<file path="src/hdl/mips_pkg.sv">
package mips_pkg;

    localparam int data_w     = 32;
    localparam int reg_addr_w = 5;

    typedef logic [data_w-1:0]     word_t;
    typedef logic [reg_addr_w-1:0] reg_addr_t;

    localparam reg_addr_t ra_reg = 5'd31; // link register

    typedef struct packed {
        logic [5:0] opcode;
        reg_addr_t  rs;
        reg_addr_t  rt;
        reg_addr_t  rd;
        logic [4:0] shamt;
        logic [5:0] funct;
    } r_fmt_t;

    typedef struct packed {
        logic [5:0]  opcode;
        reg_addr_t   rs;
        reg_addr_t   rt;
        logic [15:0] imm;
    } i_fmt_t;

    // same word seen as R-type or I-type, jump index is bits 25:0
    typedef union packed {
        r_fmt_t r_fmt;
        i_fmt_t i_fmt;
    } instr_u;

    // opcodes
    localparam logic [5:0] op_special = 6'b000000;
    localparam logic [5:0] op_regimm  = 6'b000001;
    localparam logic [5:0] op_j       = 6'b000010;
    localparam logic [5:0] op_jal     = 6'b000011;
    localparam logic [5:0] op_beq     = 6'b000100;
    localparam logic [5:0] op_bne     = 6'b000101;
    localparam logic [5:0] op_blez    = 6'b000110;
    localparam logic [5:0] op_bgtz    = 6'b000111;
    localparam logic [5:0] op_addi    = 6'b001000;
    localparam logic [5:0] op_addiu   = 6'b001001;
    localparam logic [5:0] op_slti    = 6'b001010;
    localparam logic [5:0] op_sltiu   = 6'b001011;
    localparam logic [5:0] op_andi    = 6'b001100;
    localparam logic [5:0] op_ori     = 6'b001101;
    localparam logic [5:0] op_xori    = 6'b001110;
    localparam logic [5:0] op_lui     = 6'b001111;
    localparam logic [5:0] op_lw      = 6'b100011;
    localparam logic [5:0] op_sw      = 6'b101011;

    // function codes under op_special
    localparam logic [5:0] fn_sll  = 6'b000000;
    localparam logic [5:0] fn_srl  = 6'b000010;
    localparam logic [5:0] fn_sra  = 6'b000011;
    localparam logic [5:0] fn_sllv = 6'b000100;
    localparam logic [5:0] fn_srlv = 6'b000110;
    localparam logic [5:0] fn_srav = 6'b000111;
    localparam logic [5:0] fn_jr   = 6'b001000;
    localparam logic [5:0] fn_jalr = 6'b001001;
    localparam logic [5:0] fn_add  = 6'b100000;
    localparam logic [5:0] fn_addu = 6'b100001;
    localparam logic [5:0] fn_sub  = 6'b100010;
    localparam logic [5:0] fn_subu = 6'b100011;
    localparam logic [5:0] fn_and  = 6'b100100;
    localparam logic [5:0] fn_or   = 6'b100101;
    localparam logic [5:0] fn_xor  = 6'b100110;
    localparam logic [5:0] fn_nor  = 6'b100111;
    localparam logic [5:0] fn_slt  = 6'b101010;
    localparam logic [5:0] fn_sltu = 6'b101011;

    // rt field under op_regimm
    localparam reg_addr_t rt_bltz   = 5'b00000;
    localparam reg_addr_t rt_bgez   = 5'b00001;
    localparam reg_addr_t rt_bltzal = 5'b10000;
    localparam reg_addr_t rt_bgezal = 5'b10001;

    // one-hot alu operation, add is the msb
    localparam int alu_op_w = 12;
    localparam int alu_add  = 11;
    localparam int alu_sub  = 10;
    localparam int alu_slt  = 9;
    localparam int alu_sltu = 8;
    localparam int alu_and  = 7;
    localparam int alu_nor  = 6;
    localparam int alu_or   = 5;
    localparam int alu_xor  = 4;
    localparam int alu_sll  = 3;
    localparam int alu_srl  = 2;
    localparam int alu_sra  = 1;
    localparam int alu_lui  = 0;

    // operand selects, one-hot
    localparam int src1_w     = 3;
    localparam int src1_rs    = 0;
    localparam int src1_pc    = 1;
    localparam int src1_sa    = 2;
    localparam int src2_w     = 4;
    localparam int src2_rt    = 0;
    localparam int src2_simm  = 1;
    localparam int src2_eight = 2; // return address is pc + 8
    localparam int src2_zimm  = 3;

    typedef enum logic [3:0] {
        br_none,
        br_beq,
        br_bne,
        br_bgez,
        br_bgtz,
        br_blez,
        br_bltz,
        br_j,
        br_jr
    } br_kind_t;

endpackage

</file>
<file path="src/hdl/branch_unit.sv">
module branch_unit (
    input  mips_pkg::word_t    pc,
    input  mips_pkg::instr_u   inst,
    input  mips_pkg::br_kind_t br_kind,
    input  mips_pkg::word_t    rs_data,
    input  mips_pkg::word_t    rt_data,
    output logic               br_taken,
    output mips_pkg::word_t    br_addr
);

    mips_pkg::word_t pc_plus_4;
    mips_pkg::word_t rel_target; // conditional branches
    mips_pkg::word_t abs_target; // j / jal
    mips_pkg::word_t target;
    logic            rs_eq_rt;
    logic            rs_neg;
    logic            rs_zero;

    assign pc_plus_4 = pc + 32'd4;

    assign rel_target = pc_plus_4 + {{14{inst.i_fmt.imm[15]}}, inst.i_fmt.imm, 2'b00};
    assign abs_target = {pc_plus_4[31:28], inst[25:0], 2'b00};

    assign rs_eq_rt = (rs_data == rt_data);
    assign rs_neg   = rs_data[31];
    assign rs_zero  = (rs_data == '0);

    always_comb begin
        br_taken = 1'b0;
        target   = rel_target;
        unique case (br_kind)
            mips_pkg::br_beq:  br_taken = rs_eq_rt;
            mips_pkg::br_bne:  br_taken = !rs_eq_rt;
            mips_pkg::br_bgez: br_taken = !rs_neg;
            mips_pkg::br_bgtz: br_taken = !rs_neg && !rs_zero;
            mips_pkg::br_blez: br_taken = rs_neg || rs_zero;
            mips_pkg::br_bltz: br_taken = rs_neg;
            mips_pkg::br_j: begin
                br_taken = 1'b1;
                target   = abs_target;
            end
            mips_pkg::br_jr: begin
                br_taken = 1'b1;
                target   = rs_data; // register jump takes the forwarded rs
            end
            default: br_taken = 1'b0;
        endcase
    end

    assign br_addr = br_taken ? target : '0;

endmodule

</file>
<file path="src/hdl/id_stage.sv">
module id_stage (
    input  logic                          clk,
    input  logic                          rst,
    input  logic                          stall,
    input  mips_pkg::word_t               if_pc,
    input  logic                          if_valid,
    input  mips_pkg::word_t               inst,
    input  logic                          wb_we,
    input  mips_pkg::reg_addr_t           wb_waddr,
    input  mips_pkg::word_t               wb_wdata,
    input  logic                          ex_fwd_we,
    input  mips_pkg::reg_addr_t           ex_fwd_addr,
    input  mips_pkg::word_t               ex_fwd_data,
    input  logic                          mem_fwd_we,
    input  mips_pkg::reg_addr_t           mem_fwd_addr,
    input  mips_pkg::word_t               mem_fwd_data,
    input  logic                          wb_fwd_we,
    input  mips_pkg::reg_addr_t           wb_fwd_addr,
    input  mips_pkg::word_t               wb_fwd_data,
    output mips_pkg::word_t               id_pc,
    output mips_pkg::word_t               id_inst,
    output logic [mips_pkg::alu_op_w-1:0] alu_op,
    output logic [mips_pkg::src1_w-1:0]   alu_src1,
    output logic [mips_pkg::src2_w-1:0]   alu_src2,
    output logic                          data_ram_en,
    output logic [3:0]                    data_ram_wen,
    output logic                          rf_we,
    output mips_pkg::reg_addr_t           rf_waddr,
    output logic                          sel_rf_res,
    output mips_pkg::word_t               rs_data,
    output mips_pkg::word_t               rt_data,
    output logic                          br_taken,
    output mips_pkg::word_t               br_addr
);

    logic               id_valid;
    mips_pkg::instr_u   inst_u;
    mips_pkg::word_t    rf_rs_data;
    mips_pkg::word_t    rf_rt_data;
    logic               dec_rf_we;
    logic               dec_ram_en;
    logic [3:0]         dec_ram_wen;
    mips_pkg::br_kind_t br_kind;
    logic               br_link;
    logic               bu_taken;

    // if/id register, frozen while stalled
    always_ff @(posedge clk) begin
        if (rst) begin
            id_pc    <= '0;
            id_valid <= 1'b0;
        end else if (!stall) begin
            id_pc    <= if_pc;
            id_valid <= if_valid;
        end
    end

    assign inst_u  = inst; // sram data already lines up with id_pc
    assign id_inst = inst;

    regfile regfile_inst (
        .clk    (clk),
        .raddr1 (inst_u.r_fmt.rs),
        .raddr2 (inst_u.r_fmt.rt),
        .rdata1 (rf_rs_data),
        .rdata2 (rf_rt_data),
        .we     (wb_we),
        .waddr  (wb_waddr),
        .wdata  (wb_wdata)
    );

    instr_decoder instr_decoder_inst (
        .inst         (inst_u),
        .alu_op       (alu_op),
        .alu_src1     (alu_src1),
        .alu_src2     (alu_src2),
        .data_ram_en  (dec_ram_en),
        .data_ram_wen (dec_ram_wen),
        .rf_we        (dec_rf_we),
        .rf_waddr     (rf_waddr),
        .sel_rf_res   (sel_rf_res),
        .br_kind      (br_kind),
        .br_link      (br_link)
    );

    operand_forward operand_forward_inst (
        .rs           (inst_u.r_fmt.rs),
        .rt           (inst_u.r_fmt.rt),
        .rf_rs_data   (rf_rs_data),
        .rf_rt_data   (rf_rt_data),
        .ex_fwd_we    (ex_fwd_we),
        .ex_fwd_addr  (ex_fwd_addr),
        .ex_fwd_data  (ex_fwd_data),
        .mem_fwd_we   (mem_fwd_we),
        .mem_fwd_addr (mem_fwd_addr),
        .mem_fwd_data (mem_fwd_data),
        .wb_fwd_we    (wb_fwd_we),
        .wb_fwd_addr  (wb_fwd_addr),
        .wb_fwd_data  (wb_fwd_data),
        .rs_data      (rs_data),
        .rt_data      (rt_data)
    );

    branch_unit branch_unit_inst (
        .pc       (id_pc),
        .inst     (inst_u),
        .br_kind  (br_kind),
        .rs_data  (rs_data),
        .rt_data  (rt_data),
        .br_taken (bu_taken),
        .br_addr  (br_addr)
    );

    // no side effects from an empty slot
    assign rf_we        = id_valid & (dec_rf_we | br_link);
    assign data_ram_en  = id_valid & dec_ram_en;
    assign data_ram_wen = {4{id_valid}} & dec_ram_wen;
    assign br_taken     = id_valid & bu_taken;

endmodule

</file>
<file path="src/hdl/instr_decoder.sv">
module instr_decoder (
    input  mips_pkg::instr_u              inst,
    output logic [mips_pkg::alu_op_w-1:0] alu_op,
    output logic [mips_pkg::src1_w-1:0]   alu_src1,
    output logic [mips_pkg::src2_w-1:0]   alu_src2,
    output logic                          data_ram_en,
    output logic [3:0]                    data_ram_wen,
    output logic                          rf_we,
    output mips_pkg::reg_addr_t           rf_waddr,
    output logic                          sel_rf_res,
    output mips_pkg::br_kind_t            br_kind,
    output logic                          br_link
);

    logic [5:0] opcode;
    logic [5:0] funct;
    logic       special;
    logic       regimm;

    logic inst_add, inst_addu, inst_sub, inst_subu, inst_and, inst_or, inst_xor, inst_nor;
    logic inst_slt, inst_sltu, inst_sll, inst_srl, inst_sra, inst_sllv, inst_srlv, inst_srav;
    logic inst_jr, inst_jalr, inst_j, inst_jal, inst_beq, inst_bne, inst_blez, inst_bgtz;
    logic inst_bltz, inst_bgez, inst_bltzal, inst_bgezal;
    logic inst_addi, inst_addiu, inst_slti, inst_sltiu, inst_andi, inst_ori, inst_xori;
    logic inst_lui, inst_lw, inst_sw;

    logic r_alu;   // three-register alu ops, rd destination
    logic r_shamt; // shift by the shamt field
    logic i_simm;  // sign-extended immediate ops
    logic i_zimm;  // zero-extended logical immediates

    assign opcode  = inst.r_fmt.opcode;
    assign funct   = inst.r_fmt.funct;
    assign special = (opcode == mips_pkg::op_special);
    assign regimm  = (opcode == mips_pkg::op_regimm);

    assign inst_add    = special && funct == mips_pkg::fn_add;
    assign inst_addu   = special && funct == mips_pkg::fn_addu;
    assign inst_sub    = special && funct == mips_pkg::fn_sub;
    assign inst_subu   = special && funct == mips_pkg::fn_subu;
    assign inst_and    = special && funct == mips_pkg::fn_and;
    assign inst_or     = special && funct == mips_pkg::fn_or;
    assign inst_xor    = special && funct == mips_pkg::fn_xor;
    assign inst_nor    = special && funct == mips_pkg::fn_nor;
    assign inst_slt    = special && funct == mips_pkg::fn_slt;
    assign inst_sltu   = special && funct == mips_pkg::fn_sltu;
    assign inst_sll    = special && funct == mips_pkg::fn_sll;
    assign inst_srl    = special && funct == mips_pkg::fn_srl;
    assign inst_sra    = special && funct == mips_pkg::fn_sra;
    assign inst_sllv   = special && funct == mips_pkg::fn_sllv;
    assign inst_srlv   = special && funct == mips_pkg::fn_srlv;
    assign inst_srav   = special && funct == mips_pkg::fn_srav;
    assign inst_jr     = special && funct == mips_pkg::fn_jr;
    assign inst_jalr   = special && funct == mips_pkg::fn_jalr;
    assign inst_bltz   = regimm && inst.i_fmt.rt == mips_pkg::rt_bltz;
    assign inst_bgez   = regimm && inst.i_fmt.rt == mips_pkg::rt_bgez;
    assign inst_bltzal = regimm && inst.i_fmt.rt == mips_pkg::rt_bltzal;
    assign inst_bgezal = regimm && inst.i_fmt.rt == mips_pkg::rt_bgezal;
    assign inst_j      = (opcode == mips_pkg::op_j);
    assign inst_jal    = (opcode == mips_pkg::op_jal);
    assign inst_beq    = (opcode == mips_pkg::op_beq);
    assign inst_bne    = (opcode == mips_pkg::op_bne);
    assign inst_blez   = (opcode == mips_pkg::op_blez);
    assign inst_bgtz   = (opcode == mips_pkg::op_bgtz);
    assign inst_addi   = (opcode == mips_pkg::op_addi);
    assign inst_addiu  = (opcode == mips_pkg::op_addiu);
    assign inst_slti   = (opcode == mips_pkg::op_slti);
    assign inst_sltiu  = (opcode == mips_pkg::op_sltiu);
    assign inst_andi   = (opcode == mips_pkg::op_andi);
    assign inst_ori    = (opcode == mips_pkg::op_ori);
    assign inst_xori   = (opcode == mips_pkg::op_xori);
    assign inst_lui    = (opcode == mips_pkg::op_lui);
    assign inst_lw     = (opcode == mips_pkg::op_lw);
    assign inst_sw     = (opcode == mips_pkg::op_sw);

    assign r_alu = inst_add | inst_addu | inst_sub | inst_subu | inst_and | inst_or
                 | inst_xor | inst_nor | inst_slt | inst_sltu | inst_sllv | inst_srlv
                 | inst_srav;
    assign r_shamt = inst_sll | inst_srl | inst_sra;
    assign i_simm  = inst_addi | inst_addiu | inst_slti | inst_sltiu;
    assign i_zimm  = inst_andi | inst_ori | inst_xori;

    // link instructions compute pc + 8 in the alu
    assign br_link = inst_jal | inst_jalr | inst_bltzal | inst_bgezal;

    always_comb begin
        alu_src1 = '0;
        alu_src1[mips_pkg::src1_rs] = r_alu | i_simm | i_zimm | inst_lw | inst_sw;
        alu_src1[mips_pkg::src1_pc] = br_link;
        alu_src1[mips_pkg::src1_sa] = r_shamt;

        alu_src2 = '0;
        alu_src2[mips_pkg::src2_rt]    = r_alu | r_shamt;
        alu_src2[mips_pkg::src2_simm]  = i_simm | inst_lui | inst_lw | inst_sw;
        alu_src2[mips_pkg::src2_eight] = br_link;
        alu_src2[mips_pkg::src2_zimm]  = i_zimm;
    end

    always_comb begin
        alu_op = '0;
        alu_op[mips_pkg::alu_add]  = inst_add | inst_addu | inst_addi | inst_addiu
                                   | inst_lw | inst_sw | br_link; // address and link math
        alu_op[mips_pkg::alu_sub]  = inst_sub | inst_subu;
        alu_op[mips_pkg::alu_slt]  = inst_slt | inst_slti;
        alu_op[mips_pkg::alu_sltu] = inst_sltu | inst_sltiu;
        alu_op[mips_pkg::alu_and]  = inst_and | inst_andi;
        alu_op[mips_pkg::alu_nor]  = inst_nor;
        alu_op[mips_pkg::alu_or]   = inst_or | inst_ori;
        alu_op[mips_pkg::alu_xor]  = inst_xor | inst_xori;
        alu_op[mips_pkg::alu_sll]  = inst_sll | inst_sllv;
        alu_op[mips_pkg::alu_srl]  = inst_srl | inst_srlv;
        alu_op[mips_pkg::alu_sra]  = inst_sra | inst_srav;
        alu_op[mips_pkg::alu_lui]  = inst_lui;
    end

    assign data_ram_en  = inst_lw | inst_sw;
    assign data_ram_wen = inst_sw ? 4'b1111 : 4'b0000;
    assign sel_rf_res   = inst_lw;

    // link writes are reported through br_link
    assign rf_we = r_alu | r_shamt | i_simm | i_zimm | inst_lui | inst_lw;

    always_comb begin
        if (r_alu || r_shamt || inst_jalr)
            rf_waddr = inst.r_fmt.rd;
        else if (i_simm || i_zimm || inst_lui || inst_lw)
            rf_waddr = inst.i_fmt.rt;
        else if (inst_jal || inst_bltzal || inst_bgezal)
            rf_waddr = mips_pkg::ra_reg;
        else
            rf_waddr = '0;
    end

    always_comb begin
        if (inst_beq)
            br_kind = mips_pkg::br_beq;
        else if (inst_bne)
            br_kind = mips_pkg::br_bne;
        else if (inst_bgez || inst_bgezal)
            br_kind = mips_pkg::br_bgez;
        else if (inst_bgtz)
            br_kind = mips_pkg::br_bgtz;
        else if (inst_blez)
            br_kind = mips_pkg::br_blez;
        else if (inst_bltz || inst_bltzal)
            br_kind = mips_pkg::br_bltz;
        else if (inst_j || inst_jal)
            br_kind = mips_pkg::br_j;
        else if (inst_jr || inst_jalr)
            br_kind = mips_pkg::br_jr;
        else
            br_kind = mips_pkg::br_none;
    end

endmodule

</file>
<file path="src/hdl/operand_forward.sv">
module operand_forward (
    input  mips_pkg::reg_addr_t rs,
    input  mips_pkg::reg_addr_t rt,
    input  mips_pkg::word_t     rf_rs_data,
    input  mips_pkg::word_t     rf_rt_data,
    input  logic                ex_fwd_we,
    input  mips_pkg::reg_addr_t ex_fwd_addr,
    input  mips_pkg::word_t     ex_fwd_data,
    input  logic                mem_fwd_we,
    input  mips_pkg::reg_addr_t mem_fwd_addr,
    input  mips_pkg::word_t     mem_fwd_data,
    input  logic                wb_fwd_we,
    input  mips_pkg::reg_addr_t wb_fwd_addr,
    input  mips_pkg::word_t     wb_fwd_data,
    output mips_pkg::word_t     rs_data,
    output mips_pkg::word_t     rt_data
);

    // youngest producer wins, $0 always comes from the regfile
    function automatic mips_pkg::word_t pick(input mips_pkg::reg_addr_t src,
                                             input mips_pkg::word_t     rf_data,
                                             input logic                ex_we,
                                             input mips_pkg::reg_addr_t ex_addr,
                                             input mips_pkg::word_t     ex_data,
                                             input logic                mem_we,
                                             input mips_pkg::reg_addr_t mem_addr,
                                             input mips_pkg::word_t     mem_data,
                                             input logic                wb_we,
                                             input mips_pkg::reg_addr_t wb_addr,
                                             input mips_pkg::word_t     wb_data);
        if (src == '0)
            return rf_data;
        else if (ex_we && ex_addr == src)
            return ex_data;
        else if (mem_we && mem_addr == src)
            return mem_data;
        else if (wb_we && wb_addr == src)
            return wb_data;
        else
            return rf_data;
    endfunction

    assign rs_data = pick(rs, rf_rs_data, ex_fwd_we, ex_fwd_addr, ex_fwd_data,
                          mem_fwd_we, mem_fwd_addr, mem_fwd_data,
                          wb_fwd_we, wb_fwd_addr, wb_fwd_data);
    assign rt_data = pick(rt, rf_rt_data, ex_fwd_we, ex_fwd_addr, ex_fwd_data,
                          mem_fwd_we, mem_fwd_addr, mem_fwd_data,
                          wb_fwd_we, wb_fwd_addr, wb_fwd_data);

endmodule

</file>
<file path="src/hdl/regfile.sv">
module regfile (
    input  logic                clk,
    input  mips_pkg::reg_addr_t raddr1,
    input  mips_pkg::reg_addr_t raddr2,
    output mips_pkg::word_t     rdata1,
    output mips_pkg::word_t     rdata2,
    input  logic                we,
    input  mips_pkg::reg_addr_t waddr,
    input  mips_pkg::word_t     wdata
);

    mips_pkg::word_t regs [1:31]; // $0 has no storage

    always_ff @(posedge clk) begin
        if (we && waddr != '0) begin
            regs[waddr] <= wdata;
        end
    end

    // no write bypass, forwarding covers the wb stage
    assign rdata1 = (raddr1 == '0) ? '0 : regs[raddr1];
    assign rdata2 = (raddr2 == '0) ? '0 : regs[raddr2];

endmodule

</file>
<file path="config.mk">
export PLATFORM = sky130hd
export DESIGN_NAME = id_stage
export DESIGN_NICKNAME = d
export VERILOG_FILES = /design/src/hdl/mips_pkg.sv /design/src/hdl/branch_unit.sv /design/src/hdl/id_stage.sv /design/src/hdl/instr_decoder.sv /design/src/hdl/operand_forward.sv /design/src/hdl/regfile.sv
export SDC_FILE = /design/constraint.sdc
export NUM_CORES = 2
export LEC_CHECK = 0
export ABC_AREA = 1
export BUFFER_PORTS_ARGS = -buffer_cell sky130_fd_sc_hd__buf_2
export CORE_MARGIN = 5
export CORE_UTILIZATION = 50
export CTS_CLUSTER_DIAMETER = 200
export DETAILED_ROUTE_END_ITERATION = 10
export MAX_ROUTING_LAYER = met4
export PLACE_DENSITY = 0.72
export SYNTH_ARGS = -nofsm -noshare
export SYNTH_HDL_FRONTEND = slang
export SYNTH_SLANG_ARGS = --single-unit
export TNS_END_PERCENT = 1
</file>
<file path="constraint.sdc">
create_clock -name clk -period 6.1 [get_ports clk]
set_input_delay 0.915 -clock clk [delete_from_list [all_inputs] [get_ports clk]]
set_output_delay 0.915 -clock clk [all_outputs]
set_load 0.01 [all_outputs]
</file>
==> flow_summary_export.csv <==
group,metric,value,unit
global_route,gr-total-overflow,0,
floorplan,die_x,355,µm
synthesis,ys_types,57,
timing,final_hold_viol_count,0,
global_route,grt_max_degree,86,
worst_setup_path,cpMostUsedCell,"nand2_1",
timing,slew_viol_final,0,
worst_setup_path,r2r_slack,5.24,ns
worst_setup_path,worstPathMaxFanout,47,
clock_network,clock_sinks,1025,
worst_setup_path,cpMaxStageDelayCell,"nand3_1",
synthesis,yosys.area_share.simple,31.8,%
timing,setup_viol,0,
timing,max_slew_margin,17.3,%
synthesis,synth_most_common_cell,"nand2_1",
power_and_ir_drop,p_sw_share,29.0,%
synthesis,syn_inst,7523,
clock_network,cts.clk_slew.worst_paths,0.06,ns
timing,finalWorstSetupSlack,0.216,ns
clock_network,root_buffer,"clkbuf_16",
worst_setup_path,crit_buf_inv,5,
global_route,grt_pass1_wl,360000,µm
floorplan,core_area,118000,µm²
clock_network,ctsHoldBuffers,0,
synthesis,synth_compound_area_share,7.49,%
worst_setup_path,critical_path_required,5.18,ns
power_and_ir_drop,intPower,0.0120,W
worst_setup_path,start_kind,"primary input",
power_and_ir_drop,p_sw,0.00491,W
timing,skew,0,ns
synthesis,synth.yosys.seq_area_share,51.0,%
floorplan,rows,126,
worst_setup_path,setup.worst_path.end,"br_addr[21]",
synthesis,yosys.area.top_type,"edfxtp_1",
synthesis,ys.flop_type,"edfxtp_1",
flow_run,drv_cap,0,
power_and_ir_drop,clock_power_share,36.8,%
timing,tightest_slew,1.24,ns
worst_setup_path,path_class,"in2out",
worst_setup_path,cp.depth,25,
worst_setup_path,cpLargestDelayFamily,"simple AND/OR/NAND/NOR gates",
clock_network,htree_num_levels,3,
global_route,grt.total_usage,39.6,%
synthesis,async_flop_share,0,%
placement,gp_congestion,1.00,
synthesis,syn-num-nets,7774,
status,status,"complete, no violations",
worst_setup_path,slowest_delay,0.43,ns
synthesis,yosys_warnings,0,
power_and_ir_drop,peakVddDrop,0.252,mV
layout,layout.nets,8015,
floorplan,dieArea,126000,µm²
synthesis,synth_edf_count,992,
layout,final_layout_size_suffix_gt1_share,12.0,%
synthesis,synth_top_family_by_area,"simple AND/OR/NAND/NOR gates",
worst_setup_path,r2r-end,"id_pc[22]",
worst_setup_path,r2r_start,"id_pc[22]",
power_and_ir_drop,p_leak,28.7,nW
clock_network,clock_latency,0.71,ns
drt,viasPerCell,6.19,
timing,period_share,96.5,%
floorplan,die_y,355,µm
synthesis,synth.area.mux_share,0,%
global_route,antenna_found_initial,19,
synthesis,synth_fa_ha_area_share,0.663,%
placement,place_ws,0.479,ns
placement,place_hpwl,158000,µm
synthesis,synth_xor_area_share,0.617,%
timing,finalCriticalPeriod,5.88,ns
drt,drt_first_pass_iters,10,
synthesis,synthTopCellsByCount,"2,900 x nand2_1, 1,056 x nand3_1, 992 x edfxtp_1",
global_route,grt_pass1_vias,53910,
synthesis,synth_area_per_cell,7.93,µm²
timing,max_clock_freq,0.170,GHz
synthesis,ys_ff_latch,1025,
power_and_ir_drop,powerDensity,254,nW/µm²
floorplan,ioPinCount,412,
floorplan,initial_utilization,50.4,%
worst_setup_path,arrival,4.97,ns
timing,fin_setup_tns,0,ns
drt,vias,58184,
drt,route.antenna.remaining_nets,0,
clock_network,numCtsBuffers,108,
drt,wl,252000,µm
drt,drtIter0Drc,9824,
worst_setup_path,crit_path_end_kind,"output port",
placement,io_buffers,411,
drt,drc,0,
synthesis,synth_top_area_share,49.9,%
synthesis,synthTopCellsByArea,"edfxtp_1 50%, nand2_1 18%, nand3_1 8.9%, inv_1 3.3%, nor2_1 3.2%",
drt,drt-wirelength-per-cell,26.9,µm
layout,area_delta_synth_final,11.8,%
min_path,hold_path.class,"in2reg",
worst_setup_path,critPathLaunch,"inst[21]",
power_and_ir_drop,power_frac_seq,46.4,%
synthesis,synth.cell_area,59700,µm²
clock_network,cts_tree,"built",
power_and_ir_drop,combPwrFrac,16.8,%
layout,fin_util,56.4,%
worst_setup_path,worstRegToRegCells,2,
clock_network,cts_buffer_depth,3,
==> registers in the layout, indices dropped and copies added, names as in the netlist <==
| signal | count |
|---|---|
| regfile_inst.regs | 992 |
| id_pc | 32 |
| id_valid | 1 |
==> metrics by stage <==
| step | cell area, µm² | instances | power [W] | hold WS, ns |
|---|---|---|---|---|
| 2_1_floorplan | 59700 | 7523 | 0.00955 | 0.492 |
| 3_3_place_gp | 63300 | 9187 | 0.0107 | 0.494 |
| 3_5_place_dp | 63300 | 9187 | 0.0107 | 0.502 |
| 4_1_cts | 66600 | 9376 | 0.0169 | 0.406 |
| 5_1_grt | 66700 | 9391 | 0.0174 | 0.437 |
| 6_report | 66700 | 9395 | 0.0170 | 0.443 |
==> worst min-delay path: stages <==
cell     delay [ns]
buf_2          0.09
nand2_1        0.05
a21oi_1        0.05
==> how the worst min path moves through the flow <==
stage               startpoint         to  slack (ns)  cells after the start
floorplan             id_valid   id_valid        0.49                      2
global placement     id_pc[31]  id_pc[31]        0.49                      2
detailed placement   id_pc[31]  id_pc[31]        0.50                      2
CTS                  if_pc[21]  id_pc[21]        0.41                      3
global route         if_pc[18]  id_pc[18]        0.44                      3
finish                if_pc[1]   id_pc[1]        0.44                      3
==> cells by family (layout without fill, tap and decap cells) <==
kind of cell | after synthesis | after routing
AO/OA/AOI/OAI | 768 | 768
XOR/XNOR | 42 | 42
adder cells (fa/ha/maj) | 31 | 31
buffers and inverters | 1059 | 1379
flip-flops | 1025 | 1025
other | 0 | 16
AND/OR/NAND/NOR | 4598 | 4598
==> final cells by class <==
| type | count | area (µm²) |
|---|---|---|
| fillers | 10577 | 51500 |
| clock inverters | 53 | 440 |
| clock buffers | 136 | 2810 |
| diodes | 16 | 40.0 |
| flip-flops and latches | 1025 | 30500 |
| well taps | 1536 | 1920 |
| repair buffers | 643 | 4450 |
| inverters | 547 | 2090 |
| multi-input cells | 5439 | 24500 |
==> power groups by stage <==
stage	sequential (W)	clock [W]	combinational (W)
after floorplan	0.00801	0	0.00154
after global placement	0.00801	0	0.00272
after detailed placement	0.00801	0	0.00273
after CTS	0.00786	0.00626	0.00274
after global routing	0.00787	0.00657	0.00300
final	0.00787	0.00625	0.00285
==> per-layer routing <==
layer	vias to the layer above	GRT usage, %	wire length, µm
met5	-	-	0
met4	0	20.7	17000
met3	1035	10.9	39600
met2	4802	58.1	107000
met1	26925	50.3	88600
li1	25422	-	-
==> cells in the final DEF (no fill, tap or decap), drive strengths merged, types with 2 or more instances in the layout <==
cell type / n
nand2: 2907
nand3: 1061
edfxtp: 992
buf: 643
inv: 548
nor2: 512
a21oi: 391
o21ai: 208
clkbuf: 136
o211ai: 81
clkinv: 45
nand4: 42
dfxtp: 33
xor2: 32
ha: 30
or2: 30
o22ai: 23
a211oi: 20
nor3: 20
diode: 16
nand3b: 16
o221ai: 13
a31oi: 11
xnor2: 10
nor4: 10
bufinv: 5
a221oi: 3
a22oi: 3
o21a: 2
o221a: 2
o31ai: 2
clkinvlp: 2
a21boi: 2
==> timing repair <==
action / 4_1_cts / 5_1_grt
buffers inserted: 0 / 3
gates resized for setup: 1 / 18
pin swaps: 0 / 6
hold endpoints to repair: 0 / 0
endpoints found under the setup margin: 1 / 7
Power figures use the tool's default switching activity.
